File: src/efpga_cfg.svh
`ifndef EFPGA_CFG_SVH
`define EFPGA_CFG_SVH

// register port geometry
`define EFPGA_ADDR_W     20  // host register address
`define EFPGA_DATA_W     32  // data and control word width
`define EFPGA_REG_WORDS  16  // words in the stand-in fabric bank

// event and counter sizing
`define EFPGA_N_EVENTS   16  // fabric event lines
`define EFPGA_PERF_W     32  // performance counter width

// request must be sampled high this many edges before grant
`define EFPGA_GNT_CYCLES 4

`endif
File: src/efpga_ctrl_pkg.sv
`default_nettype none

`include "efpga_cfg.svh"

package efpga_ctrl_pkg;

   // control word shares the data bus width
   typedef logic [`EFPGA_DATA_W-1:0]   control_word_t;

   typedef logic [`EFPGA_N_EVENTS-1:0] event_vec_t;

   typedef logic [`EFPGA_PERF_W-1:0]   perf_count_t;

   // register port access sequencing
   typedef enum logic [1:0] {
      IDLE  = 2'd0,  // waiting for a host request
      WAIT  = 2'd1,  // access issued, holding off grant
      GRANT = 2'd2   // one cycle grant and read-valid
   } access_state_t;

endpackage

`default_nettype wire

File: src/efpga_bus_pkg.sv
`default_nettype none

`include "efpga_cfg.svh"

package efpga_bus_pkg;

   localparam int unsigned BE_W    = `EFPGA_DATA_W / 8;
   localparam int unsigned IDX_W   = $clog2(`EFPGA_REG_WORDS);
   localparam int unsigned IDX_LSB = 2;  // word aligned, byte bits skipped

   typedef logic [`EFPGA_ADDR_W-1:0] addr_t;
   typedef logic [`EFPGA_DATA_W-1:0] data_t;
   typedef logic [BE_W-1:0]          be_t;
   typedef logic [IDX_W-1:0]         reg_idx_t;

   // upper address bits are don't care for the bank
   function automatic reg_idx_t addr_to_idx(addr_t addr);
      return addr[IDX_LSB +: IDX_W];
   endfunction

endpackage

`default_nettype wire

File: src/reg_access_if.sv
`timescale 1ns/1ps
`default_nettype none

interface reg_access_if
   import efpga_bus_pkg::*;
();

   logic  req;     // single cycle access strobe
   logic  we;      // 1 = write
   addr_t addr;
   data_t wdata;
   be_t   be;
   data_t rdata;   // word before any write
   logic  rvalid;  // one cycle after req

   modport requester (
      output req, we, addr, wdata, be,
      input  rdata, rvalid
   );

   modport responder (
      input  req, we, addr, wdata, be,
      output rdata, rvalid
   );

endinterface

`default_nettype wire

File: src/efpga_bridge.sv
`timescale 1ns/1ps
`default_nettype none

`include "efpga_cfg.svh"

module efpga_bridge
   import efpga_bus_pkg::*;
   import efpga_ctrl_pkg::*;
(
   input  logic          asic_clk_i,
   input  logic          rst_n,
   input  control_word_t control_i,
   output control_word_t control_word_o,
   input  logic          enable_apb_i,
   input  logic          apb_req_i,
   input  logic          apb_we_i,
   input  addr_t         apb_addr_i,
   input  data_t         apb_wdata_i,
   input  be_t           apb_be_i,
   output logic          apb_gnt_o,
   output logic          apb_rvalid_o,
   output data_t         apb_rdata_o,
   input  logic          enable_events_i,
   input  event_vec_t    events_i,
   output event_vec_t    event_o,
   input  logic          enable_perf_i,
   input  logic          clear_perf_i,
   output perf_count_t   perf_count_o
);

   reg_access_if bank_if ();

   reg_access_fsm reg_access_fsm_i (
      .asic_clk_i (asic_clk_i),
      .rst_n      (rst_n),
      .enable_i   (enable_apb_i),
      .req_i      (apb_req_i),
      .we_i       (apb_we_i),
      .addr_i     (apb_addr_i),
      .wdata_i    (apb_wdata_i),
      .be_i       (apb_be_i),
      .gnt_o      (apb_gnt_o),
      .rvalid_o   (apb_rvalid_o),
      .rdata_o    (apb_rdata_o),
      .bank       (bank_if.requester)
   );

   // stands in for the fabric register space
   fabric_reg_bank fabric_reg_bank_i (
      .asic_clk_i (asic_clk_i),
      .rst_n      (rst_n),
      .port       (bank_if.responder)
   );

   control_stabilizer control_stabilizer_i (
      .asic_clk_i     (asic_clk_i),
      .rst_n          (rst_n),
      .control_i      (control_i),
      .control_word_o (control_word_o)
   );

   event_edge_detect event_edge_detect_i (
      .asic_clk_i (asic_clk_i),
      .rst_n      (rst_n),
      .enable_i   (enable_events_i),
      .events_i   (events_i),
      .event_o    (event_o)
   );

   cycle_counter #(.WIDTH(`EFPGA_PERF_W)) perf_counter_i (
      .asic_clk_i (asic_clk_i),
      .rst_n      (rst_n),
      .en_i       (enable_perf_i),
      .clr_i      (clear_perf_i),
      .count_o    (perf_count_o)
   );

endmodule

`default_nettype wire

File: src/event_edge_detect.sv
`timescale 1ns/1ps
`default_nettype none

module event_edge_detect
   import efpga_ctrl_pkg::*;
(
   input  logic       asic_clk_i,
   input  logic       rst_n,
   input  logic       enable_i,
   input  event_vec_t events_i,
   output event_vec_t event_o
);

   event_vec_t gated;
   event_vec_t gated_q;

   assign gated = events_i & {$bits(event_vec_t){enable_i}};

   always_ff @(posedge asic_clk_i or negedge rst_n) begin
      if (!rst_n) begin
         gated_q <= '0;
         event_o <= '0;
      end else begin
         gated_q <= gated;
         event_o <= gated & ~gated_q;  // rising bits only
      end
   end

endmodule

`default_nettype wire

File: src/control_stabilizer.sv
`timescale 1ns/1ps
`default_nettype none

module control_stabilizer
   import efpga_ctrl_pkg::*;
(
   input  logic          asic_clk_i,
   input  logic          rst_n,
   input  control_word_t control_i,
   output control_word_t control_word_o
);

   control_word_t ctrl_d1, ctrl_d2;
   logic          stable;

   always_ff @(posedge asic_clk_i or negedge rst_n) begin
      if (!rst_n) begin
         ctrl_d1        <= '0;
         ctrl_d2        <= '0;
         stable         <= 1'b0;
         control_word_o <= '0;
      end else begin
         ctrl_d1 <= control_i;
         ctrl_d2 <= ctrl_d1;
         // three matching samples in a row
         stable  <= (ctrl_d1 == control_i) && (ctrl_d2 == control_i);
         if (stable) control_word_o <= ctrl_d1;  // d1 holds the checked sample
      end
   end

endmodule

`default_nettype wire

File: src/fabric_reg_bank.sv
`timescale 1ns/1ps
`default_nettype none

`include "efpga_cfg.svh"

module fabric_reg_bank
   import efpga_bus_pkg::*;
(
   input  logic            asic_clk_i,
   input  logic            rst_n,
   reg_access_if.responder port
);

   data_t    mem_q [`EFPGA_REG_WORDS];
   reg_idx_t idx;

   assign idx = addr_to_idx(port.addr);

   always_ff @(posedge asic_clk_i or negedge rst_n) begin
      if (!rst_n) begin
         mem_q       <= '{default: '0};
         port.rvalid <= 1'b0;
      end else begin
         port.rvalid <= port.req;  // every access answered next cycle
         if (port.req && port.we) begin
            for (int b = 0; b < BE_W; b++) begin
               if (port.be[b]) mem_q[idx][8*b +: 8] <= port.wdata[8*b +: 8];
            end
         end
      end
   end

   // read-before-write, also returned on writes
   always_ff @(posedge asic_clk_i) begin
      if (port.req) begin
         port.rdata <= mem_q[idx];
      end
   end

endmodule

`default_nettype wire

File: src/reg_access_fsm.sv
`timescale 1ns/1ps
`default_nettype none

`include "efpga_cfg.svh"

module reg_access_fsm
   import efpga_bus_pkg::*;
   import efpga_ctrl_pkg::*;
(
   input  logic           asic_clk_i,
   input  logic           rst_n,
   input  logic           enable_i,
   input  logic           req_i,
   input  logic           we_i,
   input  addr_t          addr_i,
   input  data_t          wdata_i,
   input  be_t            be_i,
   output logic           gnt_o,
   output logic           rvalid_o,
   output data_t          rdata_o,
   reg_access_if.requester bank
);

   // timer misses the IDLE sample and the current one
   localparam logic [2:0] HOLD_LAST = 3'(`EFPGA_GNT_CYCLES - 2);

   access_state_t state_q, state_d;
   logic [2:0]    hold_cnt;
   logic          issue;
   logic          timer_en;
   logic          grant;
   data_t         rdata_q;

   assign issue    = (state_q == IDLE) && enable_i && req_i;
   assign timer_en = (state_q == WAIT) && req_i;
   assign grant    = (state_q == GRANT);

   cycle_counter #(.WIDTH(3)) wait_timer_i (
      .asic_clk_i (asic_clk_i),
      .rst_n      (rst_n),
      .en_i       (timer_en),
      .clr_i      (issue),
      .count_o    (hold_cnt)
   );

   always_comb begin
      state_d = state_q;
      case (state_q)
         IDLE:    if (issue) state_d = WAIT;
         WAIT:    if (req_i && (hold_cnt == HOLD_LAST)) state_d = GRANT;
         GRANT:   state_d = IDLE;
         default: state_d = IDLE;
      endcase
      if (!enable_i) state_d = IDLE;  // port disabled, sequencer parked
   end

   always_ff @(posedge asic_clk_i or negedge rst_n) begin
      if (!rst_n) begin
         state_q  <= IDLE;
         bank.req <= 1'b0;
         rdata_q  <= '0;
      end else begin
         state_q  <= state_d;
         bank.req <= issue;  // exactly one bank access per request
         if ((state_q == WAIT) && bank.rvalid) rdata_q <= bank.rdata;
      end
   end

   // access payload captured with the strobe
   always_ff @(posedge asic_clk_i) begin
      if (issue) begin
         bank.we    <= we_i;
         bank.addr  <= addr_i;
         bank.wdata <= wdata_i;
         bank.be    <= be_i;
      end
   end

   // disabled port answers immediately with no data
   assign gnt_o    = enable_i ? grant   : req_i;
   assign rvalid_o = enable_i ? grant   : 1'b1;
   assign rdata_o  = enable_i ? rdata_q : '0;

endmodule

`default_nettype wire

File: src/cycle_counter.sv
`timescale 1ns/1ps
`default_nettype none

`include "efpga_cfg.svh"

module cycle_counter #(
   parameter int unsigned WIDTH = `EFPGA_PERF_W
) (
   input  logic             asic_clk_i,
   input  logic             rst_n,
   input  logic             en_i,
   input  logic             clr_i,
   output logic [WIDTH-1:0] count_o
);

   always_ff @(posedge asic_clk_i or negedge rst_n) begin
      if (!rst_n) begin
         count_o <= '0;
      end else if (clr_i) begin
         count_o <= '0;  // clear beats enable
      end else if (en_i) begin
         count_o <= count_o + 1'b1;  // wraps silently
      end
   end

endmodule

`default_nettype wire

File: config.mk
export PLATFORM = sky130hd
export DESIGN_NAME = efpga_bridge
export DESIGN_NICKNAME = d
export VERILOG_FILES = /design/src/efpga_ctrl_pkg.sv /design/src/efpga_bus_pkg.sv /design/src/reg_access_if.sv /design/src/efpga_bridge.sv /design/src/event_edge_detect.sv /design/src/control_stabilizer.sv /design/src/fabric_reg_bank.sv /design/src/reg_access_fsm.sv /design/src/cycle_counter.sv
export VERILOG_INCLUDE_DIRS = /design/src
export SDC_FILE = /design/constraint.sdc
export NUM_CORES = 1
export LEC_CHECK = 0
export ABC_AREA = 1
export BUFFER_PORTS_ARGS = -buffer_cell sky130_fd_sc_hd__buf_2
export CELL_PAD_IN_SITES_DETAIL_PLACEMENT = 0
export CELL_PAD_IN_SITES_GLOBAL_PLACEMENT = 1
export CORE_UTILIZATION = 51
export CTS_CLUSTER_SIZE = 10
export DETAILED_ROUTE_END_ITERATION = 6
export GPL_TIMING_DRIVEN = 0
export PLACE_DENSITY_LB_ADDON = 0.15
export SLEW_MARGIN = 10
export SYNTH_ARGS = -nofsm -noshare
export SYNTH_HDL_FRONTEND = slang
export SYNTH_SLANG_ARGS = --single-unit
File: constraint.sdc
create_clock -name asic_clk_i -period 4.04 [get_ports asic_clk_i]
set_clock_uncertainty 0.1 [all_clocks]
set_input_delay 1.01 -clock asic_clk_i [delete_from_list [all_inputs] [get_ports asic_clk_i]]
set_output_delay 1.01 -clock asic_clk_i [all_outputs]
set_load 0.02 [all_outputs]
# Yosys cells after proc, flatten, opt, wreduce, memory -nomap -nowiden

Index checks and enable logic that the tools add are counted.

Add/subtract/negate cells: 2
Magnitude comparators: 2
Eq/ne operators: 7
Mux-type cells: 33
Bitwise operators: 4
Reduce and logical (&&, ||, !) cells: 12

Operator list:

| kind                                                | count |
|---|---|
| 2-to-1 mux 512 bit                                  | 7 |
| bitwise mux 512 bit                                 | 4 |
| demux 32 bit (select 4 bit)                         | 4 |
| 2-to-1 mux 32 bit                                   | 6 |
| binary-select mux 32 bit (select 4 bit)             | 1 |
| equality test 32 bit                                | 2 |
| adder 32 x 1 -> 32 bit, second input constant       | 1 |
| bitwise AND 16 bit                                  | 2 |
| 2-to-1 mux 24 bit                                   | 1 |
| 2-to-1 mux 16 bit                                   | 1 |
| NOT 16 bit                                          | 1 |
| logical AND 1 bit                                   | 8 |
| 2-to-1 mux 8 bit                                    | 1 |
| 2-to-1 mux 2 bit                                    | 3 |
| 2-to-1 mux 3 bit                                    | 2 |
| != test 3 x 2 -> 1 bit, second input constant       | 2 |
| >= comparator 5 bit, second input constant          | 1 |
| < comparator 5 x 1 -> 1 bit, second input constant  | 1 |
| NOT 4 -> 5 bit                                      | 1 |
| one-hot mux 2 bit (2 select lines)                  | 1 |
| nonzero test 2 bit                                  | 2 |
| adder 3 x 1 -> 3 bit, second input constant         | 1 |
| equality test 3 x 2 -> 1 bit, second input constant | 1 |
| equality test 2 x 1 -> 1 bit, second input constant | 1 |
| other kinds (4)                                     | 5 |

Bits in registers: 787
Logic and storage cells: 93

# Depth between registers and ports, before layout

Word-level depth: 16
Gate-level depth with buffers: 10
Depth with buffers taken out: 9

# By module

From an unflattened synthesis, not the netlist that was laid out.

Cells, all modules: 4,303
Area, all modules: 35,449.0 um2

Modules (own cells, without submodules):

| module                                        | times used | cells an instance | area an instance (um2) |
|---|---|---|---|
| fabric_reg_bank                               | 1          | 3,343             | 25,120.3 |
| control_stabilizer                            | 1          | 304               | 3,719.8 |
| reg_access_fsm                                | 1          | 284               | 3,552.2 |
| cycle_counter (perf_counter_i)                | 1          | 273               | 1,889.3 |
| event_edge_detect                             | 1          | 82                | 1,024.7 |
| cycle_counter (reg_access_fsm_i.wait_timer_i) | 1          | 17                | 142.6 |

# Least setup slack after synthesis

No wires, ideal clock.

Path type: input to output
Start point: input port enable_apb_i
End point: output port apb_gnt_o
Arrival: 1,816 ps
Setup slack: 1,114 ps
Cell stages on the path: 3
Cells stage by stage: clkbuf_1 o21ai_0 o21a_1

Cells in the longest elaborated chain, start to end: 1

Ends and longest elaborated chain:

| element          | RTL line             | source |
|---|---|---|
| start, declared  | efpga_bridge.sv:14   | `input logic enable_apb_i,` |
| 2-to-1 mux 1 bit | reg_access_fsm.sv:80 | `assign gnt_o = enable_i ? grant : req_i;` |
| end, declared    | efpga_bridge.sv:20   | `output logic apb_gnt_o,` |

Every way passes these cells.

# Final worst setup path

Start point: input port enable_apb_i
End point: output port apb_rdata_o[1]

Cells in the longest elaborated chain, start to end: 1

Ends and longest elaborated chain:

| element           | RTL line             | source |
|---|---|---|
| 2-to-1 mux 32 bit | reg_access_fsm.sv:82 | `assign rdata_o = enable_i ? rdata_q : '0;` |
| end, declared     | efpga_bridge.sv:22   | `output data_t apb_rdata_o,` |

Every way passes these cells.

==> results.py <==
metrics = {
    "outcome": {
        "status": "complete, no violations",
    },
    "die": {
        "start_util": 0.517,
        "die_y_um": 255,
        "pin_count": 226,
        "dieArea_um2": 65000,
        "fp.dieW_um": 255,
        "core_area_um2": 63100,
        "num_rows": 92,
    },
    "sta": {
        "finalSetupTns_ns": 0,
        "worst_pin_slew_ns": 1.25,
        "post-route-period-util": 0.936,
        "finalHoldViolCount": 0,
        "fin_crit_ns": 3.78,
        "slew_headroom": 0.165,
        "fin_hold_ws_ns": 0.277,
        "fmax_mhz": 264,
        "slew_violations": 0,
        "rsz0062_at_grt": "no",
        "setup_viol": 0,
    },
    "cts": {
        "clk_pin_slew_worst_paths_ns": 0.05,
        "clock_latency_ns": 0.63,
        "htreeDepth": 3,
        "cts-root-buf": "clkbuf_16",
        "clock-sinks": 785,
        "clockBufferDepth": 3,
        "cts_tree": "built",
        "postCtsHoldBufs": 0,
        "postCtsSetupBuffers": 0,
        "cts_resized": 0,
        "cts_made_buffers": 89,
    },
    "global_routing": {
        "use_met1": 0.408,
        "antenna_found_initial": 1,
        "grt_overflow_total": 0,
        "grt_max_degree": 118,
        "grt_usage": 0.298,
        "grt_busiest_layer": "met2",
        "grtUsageMet3": 0.0587,
        "use_met2": 0.468,
        "grt_pass1_vias": 25500,
        "grt_pass1_wl_um": 147000,
    },
    "cells_and_area": {
        "layout_common_cells": "1,166 x nand2_1, 711 x dfrtp_1, 479 x o21ai_0, 302 x buf_2, 256 x a22oi_1",
        "syn2layout_area_growth_pct": 14.7,
        "fillers": 5546,
        "multiInputGateArea_um2": 10900,
        "final-instance-count-excl-fill": 4655,
        "diodes": 0,
        "final_common_cell": "nand2_1",
        "seq_area_um2": 20000,
        "final_area_um2": 37400,
        "drive_above_1_share": 0.127,
        "nets": 3883,
    },
    "power": {
        "p_clk_frac": 0.401,
        "seqPwrFrac": 0.500,
        "vdd_drop_max_mv": 0.339,
        "totalPowerFinal_mw": 18.0,
        "p_sw_mw": 4.58,
        "combPwrFrac": 0.099,
        "leakagePower_nw": 18.4,
        "power_density_nw_per_um2": 481,
        "swShare": 0.255,
        "intPower_mw": 13.4,
    },
    "logic_synthesis": {
        "async_flop_share": 0.907,
        "ys_ff_latch": 785,
        "ys_top_cells_by_area": "dfrtp_1 55%, nand2_1 13%, o21ai_0 7.3%, edfxtp_1 6.7%, a22oi_1 5.9%",
        "syn_nets": 3577,
        "synth.top_cell.area_share": 0.546,
        "yosys.area.top_type": "dfrtp_1",
        "yosysSeqAreaShare": 0.613,
        "ys.flop_type": "dfrtp_1",
        "syn-instance-count": 3462,
        "synth_cell_types": 27,
        "synth_edf_count": 73,
        "syn-cell-area_um2": 32600,
        "syn_avg_cell_area_um2": 9.42,
        "ys_warn_count": 0,
    },
    "place": {
        "routabilityCongestion": 0.891,
        "dpl.cell_count": 4523,
        "numPortBuffers": 207,
        "dpl.hpwl_um": 65700,
        "dpl_cell_area_um2": 34900,
    },
    "critical_path": {
        "cp.required_ns": 2.93,
        "crit_path_start_kind": "primary input",
        "endpoint_kind": "output port",
        "critPathKind": "primary input to output port",
        "crit_fanout": 10,
        "crit_arrival_ns": 2.67,
    },
    "route": {
        "ant_nets": 0,
        "vias": 26200,
        "remaining_drc_errors": 0,
        "drt_iter0_markers": 2699,
        "vias_per_cell": 5.62,
        "drtPass1Iterations": 5,
        "wl_per_cell_um": 20.5,
        "routed_wl_um": 95300,
    },
    "job": {
        "drv_cap": 0,
    },
    "worst_hold_path": {
        "hold_class": "primary input to asynchronous set/reset pin",
    },
}
[sequential cells by signal, summed over array words and instances, names as in the netlist]
signal	flops
perf_counter_i.count_o	32
reg_access_fsm_i.bank.wdata	32
fabric_reg_bank_i.port.rdata	32
event_edge_detect_i.event_o	16
reg_access_fsm_i.bank.req	1
control_stabilizer_i.ctrl_d1	32
reg_access_fsm_i.bank.be	4
reg_access_fsm_i.bank.we	1
event_edge_detect_i.gated_q	16
control_stabilizer_i.ctrl_d2	32
reg_access_fsm_i.wait_timer_i.count_o	3
fabric_reg_bank_i.mem_q	512
fabric_reg_bank_i.port.rvalid	1
control_stabilizer_i.control_word_o	32
reg_access_fsm_i.bank.addr	4
reg_access_fsm_i.state_q	2
reg_access_fsm_i.rdata_q	32
control_stabilizer_i.stable	1
[stage by stage]
step / utilization / worst slack [ns]
after detailed placement: 0.554 / 0.234
final: 0.593 / 0.257
after CTS: 0.593 / 0.232
after global placement: 0.550 / -12.50
after global routing: 0.593 / 0.0729
after floorplan: - / 1.11
[power groups by stage]
stage	Combinational [mW]	Sequential, mW	Clock [mW]
finish	1.79	9.00	7.21
global route	2.00	9.06	7.64
CTS	1.80	8.99	7.33
detailed placement	1.79	9.12	0
global placement	1.69	9.10	0
floorplan	1.05	9.03	0
[Yosys cell counts, types with 2 or more instances]
library cell and n:
nand4_1 5, nand2_1 1166, nor2_2 9, xnor2_1 42
buf_2 96, nand3b_1 2, ha_1 3, o21ai_0 479
clkbuf_1 81, inv_2 3, inv_1 236, nor2_1 124
nor3_1 5, o21ai_1 51, mux2_2 58, buf_4 4
a22oi_1 256, dfrtp_1 712, nand3_1 21, edfxtp_1 73
a21oi_1 28, buf_1 3
[path summary, 6_finish.rpt]
path                                           startpoint                          endpoint  slack [ns]  cells after the start
max                                          enable_apb_i                    apb_rdata_o[1]        0.26                      5
min                                                 rst_n  control_stabilizer_i.ctrl_d1[21]        0.28                      1
max reg2reg                     reg_access_fsm_i.bank.req      fabric_reg_bank_i.mem_q[135]        1.13                      7
min reg2reg                event_edge_detect_i.gated_q[2]    event_edge_detect_i.event_o[2]        0.29                      1
max in group asynchronous                           rst_n         reg_access_fsm_i.bank.req        1.39                      4
min in group asic_clk_i    event_edge_detect_i.gated_q[2]    event_edge_detect_i.event_o[2]        0.29                      1
[worst max-delay path, cell delays in order]
cell	delay [ns]
clkbuf_1	0.88
clkbuf_1	0.38
nand2_1	0.15
inv_1	0.08
buf_2	0.16
[cell families after synthesis]
group,share of synthesized area
AND/OR/NAND/NOR,0.156
AO/OA/AOI/OAI,0.145
flip-flops,0.613
buffers and inverters,0.0528
multiplexers,0.0200
XOR/XNOR,0.0113
adder cells (fa/ha/maj),0.00115
[layer usage]
metal / vias up / part of all wire
li1: 12000 / -
met1: 12900 / 0.42
met2: 1113 / 0.46
met3: 207 / 0.081
met4: 0 / 0.039
met5: - / 0
[area by class of cell]
cell class | instances | area share
inverter | 239 | 0.0240
clock buffer | 130 | 0.0659
buffer | 184 | 0.0221
sequential | 785 | 0.535
clock inverter | 2 | 0.000669
multi-input combinational | 2254 | 0.291
timing repair buffer | 215 | 0.0334
tap | 846 | 0.0283
(Power assumes the default switching activity.)
